===== config.mk =====
export PLATFORM = sky130hd
export DESIGN_NAME = clock_top
export DESIGN_NICKNAME = d
export VERILOG_FILES = /design/src/rtl/clock_pkg.sv /design/src/rtl/tick_gen.sv /design/src/rtl/key_sync.sv /design/src/rtl/clock_ctrl.sv /design/src/rtl/time_counter.sv /design/src/rtl/alarm_match.sv /design/src/rtl/seg_scan.sv /design/src/rtl/clock_top.sv
export SDC_FILE = /design/constraint.sdc
export NUM_CORES = 1
export LEC_CHECK = 0
export ABC_AREA = 0
export BUFFER_PORTS_ARGS = -buffer_cell sky130_fd_sc_hd__buf_4
export CELL_PAD_IN_SITES_DETAIL_PLACEMENT = 0
export CELL_PAD_IN_SITES_GLOBAL_PLACEMENT = 1
export CORE_UTILIZATION = 44
export DETAILED_ROUTE_END_ITERATION = 10
export GPL_TIMING_DRIVEN = 1
export PLACE_DENSITY_LB_ADDON = 0.25
export SLEW_MARGIN = 30
export SYNTH_ARGS = -nofsm -noshare
export SYNTH_HDL_FRONTEND = slang
export SYNTH_SLANG_ARGS = --single-unit

===== constraint.sdc =====
create_clock -name clk -period 3.2 [get_ports clk]
set_input_delay 0.16 -clock clk [delete_from_list [all_inputs] [get_ports clk]]
set_output_delay 0.16 -clock clk [all_outputs]
set_load 0.03 [all_outputs]

===== src/rtl/clock_pkg.sv =====
package clock_pkg;

	// ------------------------------
	// Widths
	// ------------------------------
	// One time unit, 0 to 59
	typedef logic [5:0] unit_t;
	typedef logic [3:0] digit_t;
	// Segments a..g, a in the MSB, 1 is lit
	typedef logic [6:0] seg_t;

	typedef enum logic [1:0] {
		MODE_CLOCK = 2'd0,
		MODE_SETUP = 2'd1,
		MODE_ALARM = 2'd2
	} mode_t;

	typedef enum logic [1:0] {
		POS_SEC  = 2'd0,
		POS_MIN  = 2'd1,
		POS_HOUR = 2'd2
	} pos_t;

	// ------------------------------
	// Limits and display
	// ------------------------------
	// Minutes wrap at the same limit as seconds
	localparam unit_t SEC_MAX  = 6'd59;
	localparam unit_t HOUR_MAX = 6'd23;
	localparam int NUM_DIGITS = 6;

	// Patterns for 0 to 9
	localparam seg_t SEG_TABLE [10] = '{
		7'b111_1110, 7'b011_0000, 7'b110_1101, 7'b111_1001, 7'b011_0011,
		7'b101_1011, 7'b101_1111, 7'b111_0000, 7'b111_1111, 7'b111_0011
	};

endpackage


===== src/rtl/tick_gen.sv =====
module tick_gen #(
	parameter int DIV = 1000
) (
	input  logic clk,
	input  logic rst_n,
	output logic o_tick
);

	localparam int CNT_W = (DIV > 1) ? $clog2(DIV) : 1;

	logic [CNT_W-1:0] cnt;

	// Counts down from DIV-1, reload on zero
	always_ff @(posedge clk or negedge rst_n) begin
		if (!rst_n) begin
			cnt <= CNT_W'(DIV - 1);
		end else if (cnt == '0) begin
			cnt <= CNT_W'(DIV - 1);
		end else begin
			cnt <= cnt - 1'b1;
		end
	end

	assign o_tick = (cnt == '0);

endmodule


===== src/rtl/key_sync.sv =====
module key_sync (
	input  logic clk,
	input  logic rst_n,
	input  logic i_tick,
	input  logic i_key_mode,
	input  logic i_key_pos,
	input  logic i_key_inc,
	input  logic i_key_alarm,
	output logic o_press_mode,
	output logic o_press_pos,
	output logic o_press_inc,
	output logic o_press_alarm
);

	logic [3:0] keys;
	logic [3:0] samp_new;
	logic [3:0] samp_old;
	logic [3:0] rise;

	assign keys = {i_key_alarm, i_key_inc, i_key_pos, i_key_mode};

	// Slow sampling filters out bounce shorter than one tick
	always_ff @(posedge clk or negedge rst_n) begin
		if (!rst_n) begin
			samp_new <= '0;
			samp_old <= '0;
		end else if (i_tick) begin
			samp_new <= keys;
			samp_old <= samp_new;
		end
	end

	// Low then high between samples, one cycle wide
	assign rise = samp_new & ~samp_old & {4{i_tick}};

	assign o_press_mode  = rise[0];
	assign o_press_pos   = rise[1];
	assign o_press_inc   = rise[2];
	assign o_press_alarm = rise[3];

endmodule


===== src/rtl/clock_ctrl.sv =====
module clock_ctrl import clock_pkg::*; (
	input  logic  clk,
	input  logic  rst_n,
	input  logic  i_sec_tick,
	input  logic  i_press_mode,
	input  logic  i_press_pos,
	input  logic  i_press_inc,
	input  logic  i_press_alarm,
	output mode_t o_mode,
	output logic  o_alarm_en,
	output logic  o_inc_sec,
	output logic  o_inc_min,
	output logic  o_inc_hour,
	output logic  o_inc_alarm_sec,
	output logic  o_inc_alarm_min,
	output logic  o_inc_alarm_hour
);

	pos_t pos;
	logic run;
	logic set_time;
	logic set_alarm;

	// ------------------------------
	// Mode, position, alarm enable
	// ------------------------------
	always_ff @(posedge clk or negedge rst_n) begin
		if (!rst_n) begin
			o_mode <= MODE_CLOCK;
		end else if (i_press_mode) begin
			case (o_mode)
				MODE_CLOCK: o_mode <= MODE_SETUP;
				MODE_SETUP: o_mode <= MODE_ALARM;
				default:    o_mode <= MODE_CLOCK;
			endcase
		end
	end

	always_ff @(posedge clk or negedge rst_n) begin
		if (!rst_n) begin
			pos <= POS_SEC;
		end else if (i_press_pos) begin
			case (pos)
				POS_SEC: pos <= POS_MIN;
				POS_MIN: pos <= POS_HOUR;
				default: pos <= POS_SEC;
			endcase
		end
	end

	always_ff @(posedge clk or negedge rst_n) begin
		if (!rst_n) begin
			o_alarm_en <= 1'b0;
		end else if (i_press_alarm) begin
			o_alarm_en <= ~o_alarm_en;
		end
	end

	// ------------------------------
	// Strobe steering
	// ------------------------------
	// Time is frozen only while it is being set
	assign run       = i_sec_tick && (o_mode != MODE_SETUP);
	assign set_time  = i_press_inc && (o_mode == MODE_SETUP);
	assign set_alarm = i_press_inc && (o_mode == MODE_ALARM);

	assign o_inc_sec        = run || (set_time && pos == POS_SEC);
	assign o_inc_min        = set_time && (pos == POS_MIN);
	assign o_inc_hour       = set_time && (pos == POS_HOUR);
	assign o_inc_alarm_sec  = set_alarm && (pos == POS_SEC);
	assign o_inc_alarm_min  = set_alarm && (pos == POS_MIN);
	assign o_inc_alarm_hour = set_alarm && (pos == POS_HOUR);

endmodule


===== src/rtl/time_counter.sv =====
module time_counter import clock_pkg::*; #(
	parameter bit CARRY = 1'b1
) (
	input  logic  clk,
	input  logic  rst_n,
	input  logic  i_inc_sec,
	input  logic  i_inc_min,
	input  logic  i_inc_hour,
	output unit_t o_sec,
	output unit_t o_min,
	output unit_t o_hour
);

	logic sec_wrap;
	logic min_step;
	logic min_wrap;
	logic hour_step;

	function automatic unit_t wrap_inc(input unit_t value, input unit_t limit);
		if (value >= limit) begin
			return '0;
		end
		return value + 6'd1;
	endfunction

	// Carry ripples through in the same cycle
	assign sec_wrap  = i_inc_sec && (o_sec >= SEC_MAX);
	assign min_step  = i_inc_min || (CARRY && sec_wrap);
	assign min_wrap  = min_step && (o_min >= SEC_MAX);
	assign hour_step = i_inc_hour || (CARRY && min_wrap);

	always_ff @(posedge clk or negedge rst_n) begin
		if (!rst_n) begin
			o_sec  <= '0;
			o_min  <= '0;
			o_hour <= '0;
		end else begin
			if (i_inc_sec)
				o_sec <= wrap_inc(o_sec, SEC_MAX);
			if (min_step)
				o_min <= wrap_inc(o_min, SEC_MAX);
			if (hour_step)
				o_hour <= wrap_inc(o_hour, HOUR_MAX);
		end
	end

endmodule


===== src/rtl/alarm_match.sv =====
module alarm_match import clock_pkg::*; (
	input  logic  clk,
	input  logic  rst_n,
	input  logic  i_alarm_en,
	input  unit_t i_sec,
	input  unit_t i_min,
	input  unit_t i_hour,
	input  unit_t i_alarm_sec,
	input  unit_t i_alarm_min,
	input  unit_t i_alarm_hour,
	output logic  o_alarm
);

	logic match;

	assign match = (i_sec == i_alarm_sec) && (i_min == i_alarm_min) &&
		(i_hour == i_alarm_hour);

	// Set on match, held until the enable drops
	always_ff @(posedge clk or negedge rst_n) begin
		if (!rst_n) begin
			o_alarm <= 1'b0;
		end else begin
			o_alarm <= i_alarm_en && (match || o_alarm);
		end
	end

endmodule


===== src/rtl/seg_scan.sv =====
module seg_scan import clock_pkg::*; (
	input  logic                  clk,
	input  logic                  rst_n,
	input  logic                  i_scan_tick,
	input  mode_t                 i_mode,
	input  unit_t                 i_sec,
	input  unit_t                 i_min,
	input  unit_t                 i_hour,
	input  unit_t                 i_alarm_sec,
	input  unit_t                 i_alarm_min,
	input  unit_t                 i_alarm_hour,
	output seg_t                  o_seg,
	output logic                  o_seg_dp,
	output logic [NUM_DIGITS-1:0] o_seg_enb
);

	localparam int IDX_W = $clog2(NUM_DIGITS);

	logic [IDX_W-1:0] idx;
	logic [1:0]       mode_bits;
	unit_t            show_sec;
	unit_t            show_min;
	unit_t            show_hour;
	digit_t           digits [NUM_DIGITS];
	digit_t           cur_digit;

	// ------------------------------
	// Scan index
	// ------------------------------
	always_ff @(posedge clk or negedge rst_n) begin
		if (!rst_n) begin
			idx <= '0;
		end else if (i_scan_tick) begin
			if (idx == IDX_W'(NUM_DIGITS - 1))
				idx <= '0;
			else
				idx <= idx + 1'b1;
		end
	end

	// ------------------------------
	// Digit selection and decode
	// ------------------------------
	// Alarm mode shows the alarm time
	assign show_sec  = (i_mode == MODE_ALARM) ? i_alarm_sec  : i_sec;
	assign show_min  = (i_mode == MODE_ALARM) ? i_alarm_min  : i_min;
	assign show_hour = (i_mode == MODE_ALARM) ? i_alarm_hour : i_hour;

	// Digit 0 is seconds ones, digit 5 hours tens
	always_comb begin
		digits[0] = digit_t'(show_sec % 6'd10);
		digits[1] = digit_t'(show_sec / 6'd10);
		digits[2] = digit_t'(show_min % 6'd10);
		digits[3] = digit_t'(show_min / 6'd10);
		digits[4] = digit_t'(show_hour % 6'd10);
		digits[5] = digit_t'(show_hour / 6'd10);
	end

	assign cur_digit = digits[idx];
	assign o_seg     = (cur_digit <= 4'd9) ? SEG_TABLE[cur_digit] : '0;

	// Active low, one digit at a time
	assign o_seg_enb = ~(NUM_DIGITS'(1) << idx);

	assign mode_bits = i_mode;
	assign o_seg_dp  = (idx == IDX_W'(0)) ? mode_bits[0] :
		(idx == IDX_W'(1)) ? mode_bits[1] : 1'b0;

endmodule


===== src/rtl/clock_top.sv =====
module clock_top import clock_pkg::*; #(
	parameter int SEC_DIV  = 50_000_000,
	parameter int SCAN_DIV = 50_000,
	parameter int KEY_DIV  = 500_000
) (
	input  logic                  clk,
	input  logic                  rst_n,
	input  logic                  i_key_mode,
	input  logic                  i_key_pos,
	input  logic                  i_key_inc,
	input  logic                  i_key_alarm,
	output seg_t                  o_seg,
	output logic                  o_seg_dp,
	output logic [NUM_DIGITS-1:0] o_seg_enb,
	output logic                  o_alarm
);

	logic  sec_tick, scan_tick, key_tick;
	logic  press_mode, press_pos, press_inc, press_alarm;
	mode_t mode;
	logic  alarm_en;
	logic  inc_sec, inc_min, inc_hour;
	logic  inc_alarm_sec, inc_alarm_min, inc_alarm_hour;
	unit_t sec, min, hour;
	unit_t alarm_sec, alarm_min, alarm_hour;

	// ------------------------------
	// Tick enables
	// ------------------------------
	tick_gen #(.DIV(SEC_DIV))  u_sec_tick  (.clk, .rst_n, .o_tick(sec_tick));
	tick_gen #(.DIV(SCAN_DIV)) u_scan_tick (.clk, .rst_n, .o_tick(scan_tick));
	tick_gen #(.DIV(KEY_DIV))  u_key_tick  (.clk, .rst_n, .o_tick(key_tick));

	// ------------------------------
	// Keys and control
	// ------------------------------
	key_sync u_key_sync (
		.clk, .rst_n, .i_tick(key_tick),
		.i_key_mode, .i_key_pos, .i_key_inc, .i_key_alarm,
		.o_press_mode(press_mode), .o_press_pos(press_pos),
		.o_press_inc(press_inc), .o_press_alarm(press_alarm)
	);

	clock_ctrl u_clock_ctrl (
		.clk, .rst_n, .i_sec_tick(sec_tick),
		.i_press_mode(press_mode), .i_press_pos(press_pos),
		.i_press_inc(press_inc), .i_press_alarm(press_alarm),
		.o_mode(mode), .o_alarm_en(alarm_en),
		.o_inc_sec(inc_sec), .o_inc_min(inc_min), .o_inc_hour(inc_hour),
		.o_inc_alarm_sec(inc_alarm_sec), .o_inc_alarm_min(inc_alarm_min),
		.o_inc_alarm_hour(inc_alarm_hour)
	);

	// Running time carries, alarm units are set one by one
	time_counter #(.CARRY(1'b1)) u_time (
		.clk, .rst_n, .i_inc_sec(inc_sec), .i_inc_min(inc_min), .i_inc_hour(inc_hour),
		.o_sec(sec), .o_min(min), .o_hour(hour)
	);

	time_counter #(.CARRY(1'b0)) u_alarm (
		.clk, .rst_n, .i_inc_sec(inc_alarm_sec), .i_inc_min(inc_alarm_min),
		.i_inc_hour(inc_alarm_hour),
		.o_sec(alarm_sec), .o_min(alarm_min), .o_hour(alarm_hour)
	);

	alarm_match u_alarm_match (
		.clk, .rst_n, .i_alarm_en(alarm_en),
		.i_sec(sec), .i_min(min), .i_hour(hour),
		.i_alarm_sec(alarm_sec), .i_alarm_min(alarm_min), .i_alarm_hour(alarm_hour),
		.o_alarm
	);

	seg_scan u_seg_scan (
		.clk, .rst_n, .i_scan_tick(scan_tick), .i_mode(mode),
		.i_sec(sec), .i_min(min), .i_hour(hour),
		.i_alarm_sec(alarm_sec), .i_alarm_min(alarm_min), .i_alarm_hour(alarm_hour),
		.o_seg, .o_seg_dp, .o_seg_enb
	);

endmodule


==> metrics, run 1 <==
Ant. Diodes 0; P&R area growth vs syn 24.9%; Combinational Power Share 0.012; arrival time worst endpoint ~3.3 ns; CTS tree built; Critical Path RT between 3 and 4 ns; Fin Setup TNS -1.47 ns; fin cells around 1,200; top sig layer met4; FF-to-FF setup slack 0.24 ns; drt first pass iters 8; Via Count around 6,600; Final min period ~3.4 ns; Post-synth EDFFs 0; flops & latches, synth 114; adder-cell share of the synthesized area 0.0293; placed insts between 1,000 and 1,500; worst vdd ir between 400 and 500 uV; Synth Area in Compound Gates 0.160; leakage power around 3.9 nW; row cnt 47; Net Count, Synth 875; antenna viol nets, final 0; Slew headroom 0.390; outcome complete, but fails checks; Crit Path Class reg -> out; Pwr Total around 3.5 mW; Max Freq 0.291 GHz; fin. max-slew vios 0; worst r2r path cells 9; first-pass GRT wire length around 32,000 um; crit path cell chain buf_6, buf_12, nor4bb_2, a31oi_1, a211oi_2, nor3_2, o32ai_2, nand2_1, o21ai_4, inv_2, ha_2, or3_4, o211ai_1, buf_4; CORE AREA about 17,000 um^2; largest family of logic cells by synthesized area simple AND/OR/NAND/NOR gates; antenna violations before repair 0; main flop type after synthesis dfrtp_1; leading area contributor after synthesis dfrtp_1; NetSw between 700 and 800 uW; Worst Max-Slew Pin Slew just over 0.9 ns; M1 WL ~8700 um; XOR/XNOR Fraction of Synth Area 0.0874; top post-synthesis cells by area dfrtp_1 (25%), dfstp_2 (13%), nand2_1 (5.1%); CP top delay family compound AO/OA/AOI/OAI gates; slowest cell on the critical path dfrtp_1; mux contribution to synthesized area 0.0335; Sink Count ~110; Ports 21; Via density ~5.7; Sw Ratio 0.228; Die W roughly 130 um; Synth Instances 853; I/O Buffers 20; Max Cap Viol 0; power per standard cell area between 300 and 400 nW/um^2; final instance area ~9400 um^2; Finished Core Util 0.564; drt total wl 19,200 um; Hold Crit Class in -> async; worst skew pair latency 0.43 ns; setup ws final -0.240 ns; Max clock buf depth 2; RSZ-0062 raised after global routing true; ys async rst share 1.00; Initial Util 0.452; power share of the sequential group 0.413; Die Y approximately 130 um; startpoint types flop; Clk network pwr share 0.574; WL met3 about 630 um; final hold vios 0; clk_skew between 0.009 and 0.01 ns; fin crit share 1.07; DRC viols 0; number of global-route vias before repair between 6,000 and 7,000; Nets between 900 and 1,000; largest net degree at the start of global routing between 50 and 60; top cell type's share of synthesized area 0.253; fraction of final layout cells sized beyond drive strength 1 0.259; Synth Area in Simple Gates 0.262; CTS buffer count 17; CTS Root Cell clkbuf_16; gpl congestion ~0.93; placed inst area just over 8000 um^2; met2 WL 9390 um; dpl hpwl 13,200 um; Clock transition at path regs around 0.060 ns; die area about 18,000 um^2; Synth Warn # 0; worst-path maximum fanout 9; reg2reg end u_alarm.o_hour[2]; Critical R2R Launch u_key_tick.cnt[9]; Setup violations, final 7; CP endpoint kind output pin; CP peak stage delay a little over 0.4 ns; initial drt markers between 400 and 500; Power Internal approximately 2.7 mW; H-tree Lvls 4; Buffers & Inverters on Critical Path 4; Avg Cell Area, Syn between 8 and 9 um^2; failing checks negative setup slack; post-synthesis sequential area ratio 0.386; drt wl/cell between 15 and 20 um; Synth Cell Area around 7500 um^2; Tot GR Track Use 0.232; GRT overflow 0; Netlist cell types between 80 and 90
-- metal layers --
metal	up-vias	track usage
li1	3177	-
met1	3204	0.289
met2	144	0.392
met3	37	0.0425
met4	0	0.100
met5	-	0
-- power by group through the flow --
| stage | clock network (mW) | registers [mW] | logic [mW] |
|---|---|---|---|
| final | 2.01 | 1.45 | 0.0438 |
| after global routing | 2.12 | 1.45 | 0.0511 |
| after CTS | 2.06 | 1.45 | 0.0463 |
| after detailed placement | 0 | 1.47 | 0.0412 |
| after global placement | 0 | 1.47 | 0.0407 |
| after floorplan | 0 | 1.47 | 0.00212 |
-- worst reg2reg max path, stage by stage, from the launching register on --
cell and delay (ns):
dfrtp_1 0.41, or4_1 0.61, nor4_2 0.29, and4bb_1 0.33, nor2b_1 0.19, buf_4 0.27, nand4_1 0.15, buf_4 0.21
nand2b_1 0.19, o21ai_0 0.22
-- through the flow --
stage / hold WS, ns / setup WS, ns
6_report: 0.273 / -0.240
5_1_grt: 0.302 / -0.414
4_1_cts: 0.275 / -0.177
3_5_place_dp: 0.191 / -0.0712
3_3_place_gp: 0.189 / 0.0192
2_1_floorplan: -0.136 / 0.00878
-- flip-flops by register name (all words and copies together) (netlist names), 6 cells and up --
name,flops
u_key_tick.cnt,19
u_alarm.o_sec,6
u_sec_tick.cnt,26
u_time.o_min,6
u_scan_tick.cnt,16
u_alarm.o_min,6
u_time.o_hour,6
u_alarm.o_hour,6
u_time.o_sec,6
-- Yosys cell counts, types with 4 or more instances --
cell	count
a211oi_1	5
a21o_1	4
a21oi_1	33
a31oi_1	11
and2_1	5
and3_1	8
buf_1	4
buf_2	11
clkbuf_1	33
dfrtp_1	76
dfstp_2	38
ha_1	16
inv_1	28
mux2_2	6
mux2i_1	17
nand2_1	103
nand2b_1	23
nand3_1	28
nand3b_1	11
nand4_1	4
nor2_1	68
nor2b_1	18
nor3_1	29
nor3b_1	4
nor4_1	13
nor4bb_1	7
o211ai_1	13
o21a_1	7
o21ai_0	49
o221ai_1	4
o31ai_1	19
or3_1	12
or4_1	5
or4_4	4
xnor2_1	37
xor2_1	38
-- kinds of logic after synthesis --
logic type | count (synthesis)
mux | 24
flops | 114
xor+xnor | 75
buf+inv | 78
fa+ha+maj | 18
simple gates | 363
compound gates | 181
-- worst max path at each step --
| stage | startpoint | endpoint | depth (start not counted) |
|---|---|---|---|
| 2_1_floorplan | u_clock_ctrl.o_mode[0] | o_seg[1] | 12 |
| 3_3_place_gp | u_clock_ctrl.o_mode[0] | o_seg[5] | 12 |
| 3_5_place_dp | u_clock_ctrl.o_mode[0] | o_seg[0] | 12 |
| 4_1_cts | u_clock_ctrl.o_mode[0] | o_seg[1] | 15 |
| 5_1_grt | u_clock_ctrl.o_mode[0] | o_seg[0] | 14 |
| 6_report | u_clock_ctrl.o_mode[0] | o_seg[1] | 14 |
-- cells in the final DEF (no fill, tap or decap), types with 6 or more instances in the layout --
cell type	netlist	routed
nand2_1	103	102
buf_4	0	83
dfrtp_1	76	75
nor2_1	68	68
o21ai_0	49	42
dfstp_2	38	38
xor2_1	38	37
xnor2_1	37	37
a21oi_1	33	31
nor3_1	29	28
nand3_1	28	27
inv_1	28	26
nand2b_1	23	21
o31ai_1	19	18
clkbuf_16	0	17
nor2b_1	18	16
ha_1	16	14
o211ai_1	13	13
nor4_1	13	13
nand3b_1	11	11
mux2i_1	17	11
or3_1	12	11
and3_1	8	8
buf_6	2	8
o21a_1	7	7
o21ai_1	2	6
a31oi_1	11	6
inv_6	0	6
-- layout make-up --
| class | instances | area [um^2] |
|---|---|---|
| Clock buffer | 17 | 425 |
| Tap cell | 220 | 275 |
| Clock inverter | 15 | 194 |
| Timing Repair Buffer | 100 | 856 |
| Sequential cell | 114 | 2900 |
| Multi-Input combinational cell | 661 | 4630 |
| Fill cell | 1480 | 7250 |
| Inverter | 28 | 105 |
-- timing repair --
action,4_1_cts,5_1_grt
endpoints found under the setup margin,7,7
gates resized for setup,54,24
endpoints found under the hold margin,34,0
buffers inserted,9,2
pin swaps,19,9
cloned,1,0
hold buffers,5,0
Note: power is estimated with default switching activity, not from simulation.
==> inputs of run 2 (changes only) <==
ABC_AREA = 1   (was 0)
CORE_UTILIZATION = 43   (was 44)
==> metrics, run 2 <==
outcome complete, but fails checks; failing checks negative setup slack; number of global-route vias before repair roughly 6,100; row cnt between 40 and 50; reg2reg end u_time.o_hour[2]; max FFs per register 26; Clock transition at path regs roughly 0.060 ns; synth cell count leaders nand2_1 (226), inv_1 (134), nor2_1 (109); fillers between 1,500 and 2,000; fin crit share 1.04; Max Freq roughly 0.30 GHz; CTS tree built; DRC viols 0; top post-synthesis cells by area dfrtp_1 (26%), dfstp_2 (14%), nand2_1 (11%); most used cell along the critical path nand2_1; CORE AREA 16,600 um^2; die area ~18,000 um^2; Nets between 1,000 and 1,500; leakage power roughly 4.4 nW; CP endpoint kind output pin; fin cells roughly 1,300; startpoint types flop; crit path cell chain buf_12, nand2_8, buf_4, nand2_1, nand2_2, nand3_2, buf_4, a21oi_2, nand3_1, nand2_2, inv_2, nand2_4, nand2_1, nand3_1, nand2_1, and2_4, buf_4, ha_1, nand2_1, nand3_1, nand2_1, inv_1, buf_6; leading cell type in the layout, fill and taps excluded nand2_1; FF-to-FF setup slack 0.43 ns; Critical Path RT roughly 3.0 ns; Post-synth EDFFs 0; placed insts roughly 1,200; WHS between 0.3 and 0.4 ns; leading registers by flop count u_sec_tick.cnt x26, u_key_tick.cnt x19, u_scan_tick.cnt x16; Pwr Total approximately 3.5 mW; Via density a little under 5; Final min period about 3.3 ns; Ports 21; post-synthesis sequential area ratio 0.393; Net Count, Synth just over 1,000; Crit Path Class reg -> out; worst-path maximum fanout 5; Tot GR Track Use 0.205; slowest cell on the critical path dfrtp_2; drt total wl 17,500 um; Setup violations, final 7; first-pass GRT wire length around 29,000 um; drt wl/cell approximately 13 um; flops & latches, synth approximately 110; power per standard cell area around 370 nW/um^2; I/O Buffers 20; gpl congestion between 0.8 and 0.9; Via Count about 6,500; CTS buffer count 17; GRT overflow 0; fraction of final layout cells sized beyond drive strength 1 0.266; Max Cap Viol 0; FF+latch area ~2900 um^2; final hold vios 0; Die Y 133 um; Die W roughly 130 um; most common cell in the netlist nand2_1; worst skew pair latency approximately 0.42 ns; placed inst area 7860 um^2; largest net degree at the start of global routing 59; Largest Register u_sec_tick.cnt; Netlist cell types 58; final instance area 9320 um^2; fin. max-slew vios 0; Synth Instances around 1,000; CP peak stage delay 0.43 ns; arrival time worst endpoint 3.18 ns; H-tree Lvls 4; P&R area growth vs syn 26.4%; RSZ-0062 raised after global routing true; Ant. Diodes 0; antenna violations before repair 0; Worst Max-Slew Pin Slew 0.755 ns; most frequent cells in the layout nand2_1 (197), inv_1 (126), nor2_1 (108); main flop type after synthesis dfrtp_1; initial drt markers ~360; Fin Setup TNS -0.833 ns; Max clock buf depth 2; top cell type's share of synthesized area 0.258; leading area contributor after synthesis dfrtp_1; Synth Cell Area between 7000 and 8000 um^2; setup ws final -0.138 ns; clk_skew approximately 0.009 ns; Synth Warn # 0; Hold Crit Class in -> async; antenna viol nets, final 0; drt first pass iters 4; Sink Count roughly 110; CTS Root Cell clkbuf_16; Avg Cell Area, Syn around 7.5 um^2; Critical R2R Launch u_key_tick.cnt[0]; worst r2r path cells 15; multi-input gate area in the final layout 4230 um^2; worst vdd ir 365 uV; dpl hpwl approximately 12,000 um; Initial Util 0.443; Slew headroom 0.497; ys async rst share 1.00
[run 2: changes by cell type in the layout (fill, tap and decap cells not counted), sizes merged, moves of 11 or more]
cell	change
nand2	+145
inv	+110
nand3	+67
nor2	+49
nand2b	-23
nor2b	-18
xnor2	-18
o31ai	-17
buf	-16
mux2i	-16
o211ai	-12
or3	-12
nand4	+11
[run 2: how the worst max path moves through the flow]
stage	from	endpoint	slack [ns]	cells after the start
after detailed placement	u_clock_ctrl.o_mode[0]	o_seg[2]	0.07	23
after global placement	u_clock_ctrl.o_mode[1]	o_seg[3]	0.11	23
after CTS	u_clock_ctrl.o_mode[0]	o_seg[3]	-0.11	22
after floorplan	u_clock_ctrl.o_mode[0]	o_seg[5]	0.28	20
final	u_clock_ctrl.o_mode[1]	o_seg[1]	-0.14	23
after global routing	u_clock_ctrl.o_mode[1]	o_seg[2]	-0.35	23
[run 2: stage by stage]
step / setup WS, ns / utilization
4_1_cts: -0.112 / 0.531
5_1_grt: -0.345 / 0.560
3_3_place_gp: 0.111 / 0.472
2_1_floorplan: 0.283 / -
3_5_place_dp: 0.0739 / 0.472
6_report: -0.138 / 0.560
[run 2: logic make-up after synthesis]
logic type               count (synthesis)  synth area share
AND/OR/NAND/NOR                        533             0.339
buffers and inverters                  156            0.0838
AO/OA/AOI/OAI                          116            0.0931
flip-flops                             114             0.393
XOR/XNOR                                51            0.0605
adder cells (fa/ha/maj)                 16            0.0271
multiplexers                             2           0.00322
[run 2: layout make-up]
type	instances	share of cell area
repair buffers	84	0.0797
multi-input cells	719	0.453
clock inverters	14	0.0192
clock buffers	18	0.0471
inverters	145	0.0597
flip-flops and latches	114	0.311
well taps	220	0.0295
[run 2: repair_timing]
| item | 4_1_cts | 5_1_grt |
|---|---|---|
| resized for setup | 39 | 68 |
| pin swaps | 15 | 37 |
| setup endpoints to repair | 7 | 7 |
| gates cloned | 1 | 3 |
| hold buffers | 5 | 0 |
| setup buffers | 22 | 20 |
| endpoints found under the hold margin | 49 | 0 |
[run 2: per-layer routing]
layer  track usage  part of all wire  wire length [um]  up-vias
li1              -                 -                 -     3384
met1         0.270              0.48              8480     3012
met2         0.332              0.47              8260       85
met3        0.0356             0.024               420       25
met4        0.0824             0.020               354        0
met5             0                 0                 0        -
[run 2: report_power, final]
part	internal (mW)	switching [mW]	total (mW)
Combinational	0.0114	0.0319	0.0432
Clock	1.25	0.724	1.98
Sequential	1.45	0.00172	1.45
Total	2.71	0.758	3.47
[run 2: worst max-delay path, delay by kind of cell (launching register included)]
family / cells / cell delay (ns)
buffers and inverters: 7 / 0.82
and+or+nand+nor: 14 / 1.22
DFF: 1 / 0.43
adders and majority gates: 1 / 0.19
AOI/OAI and AO/OA: 1 / 0.10
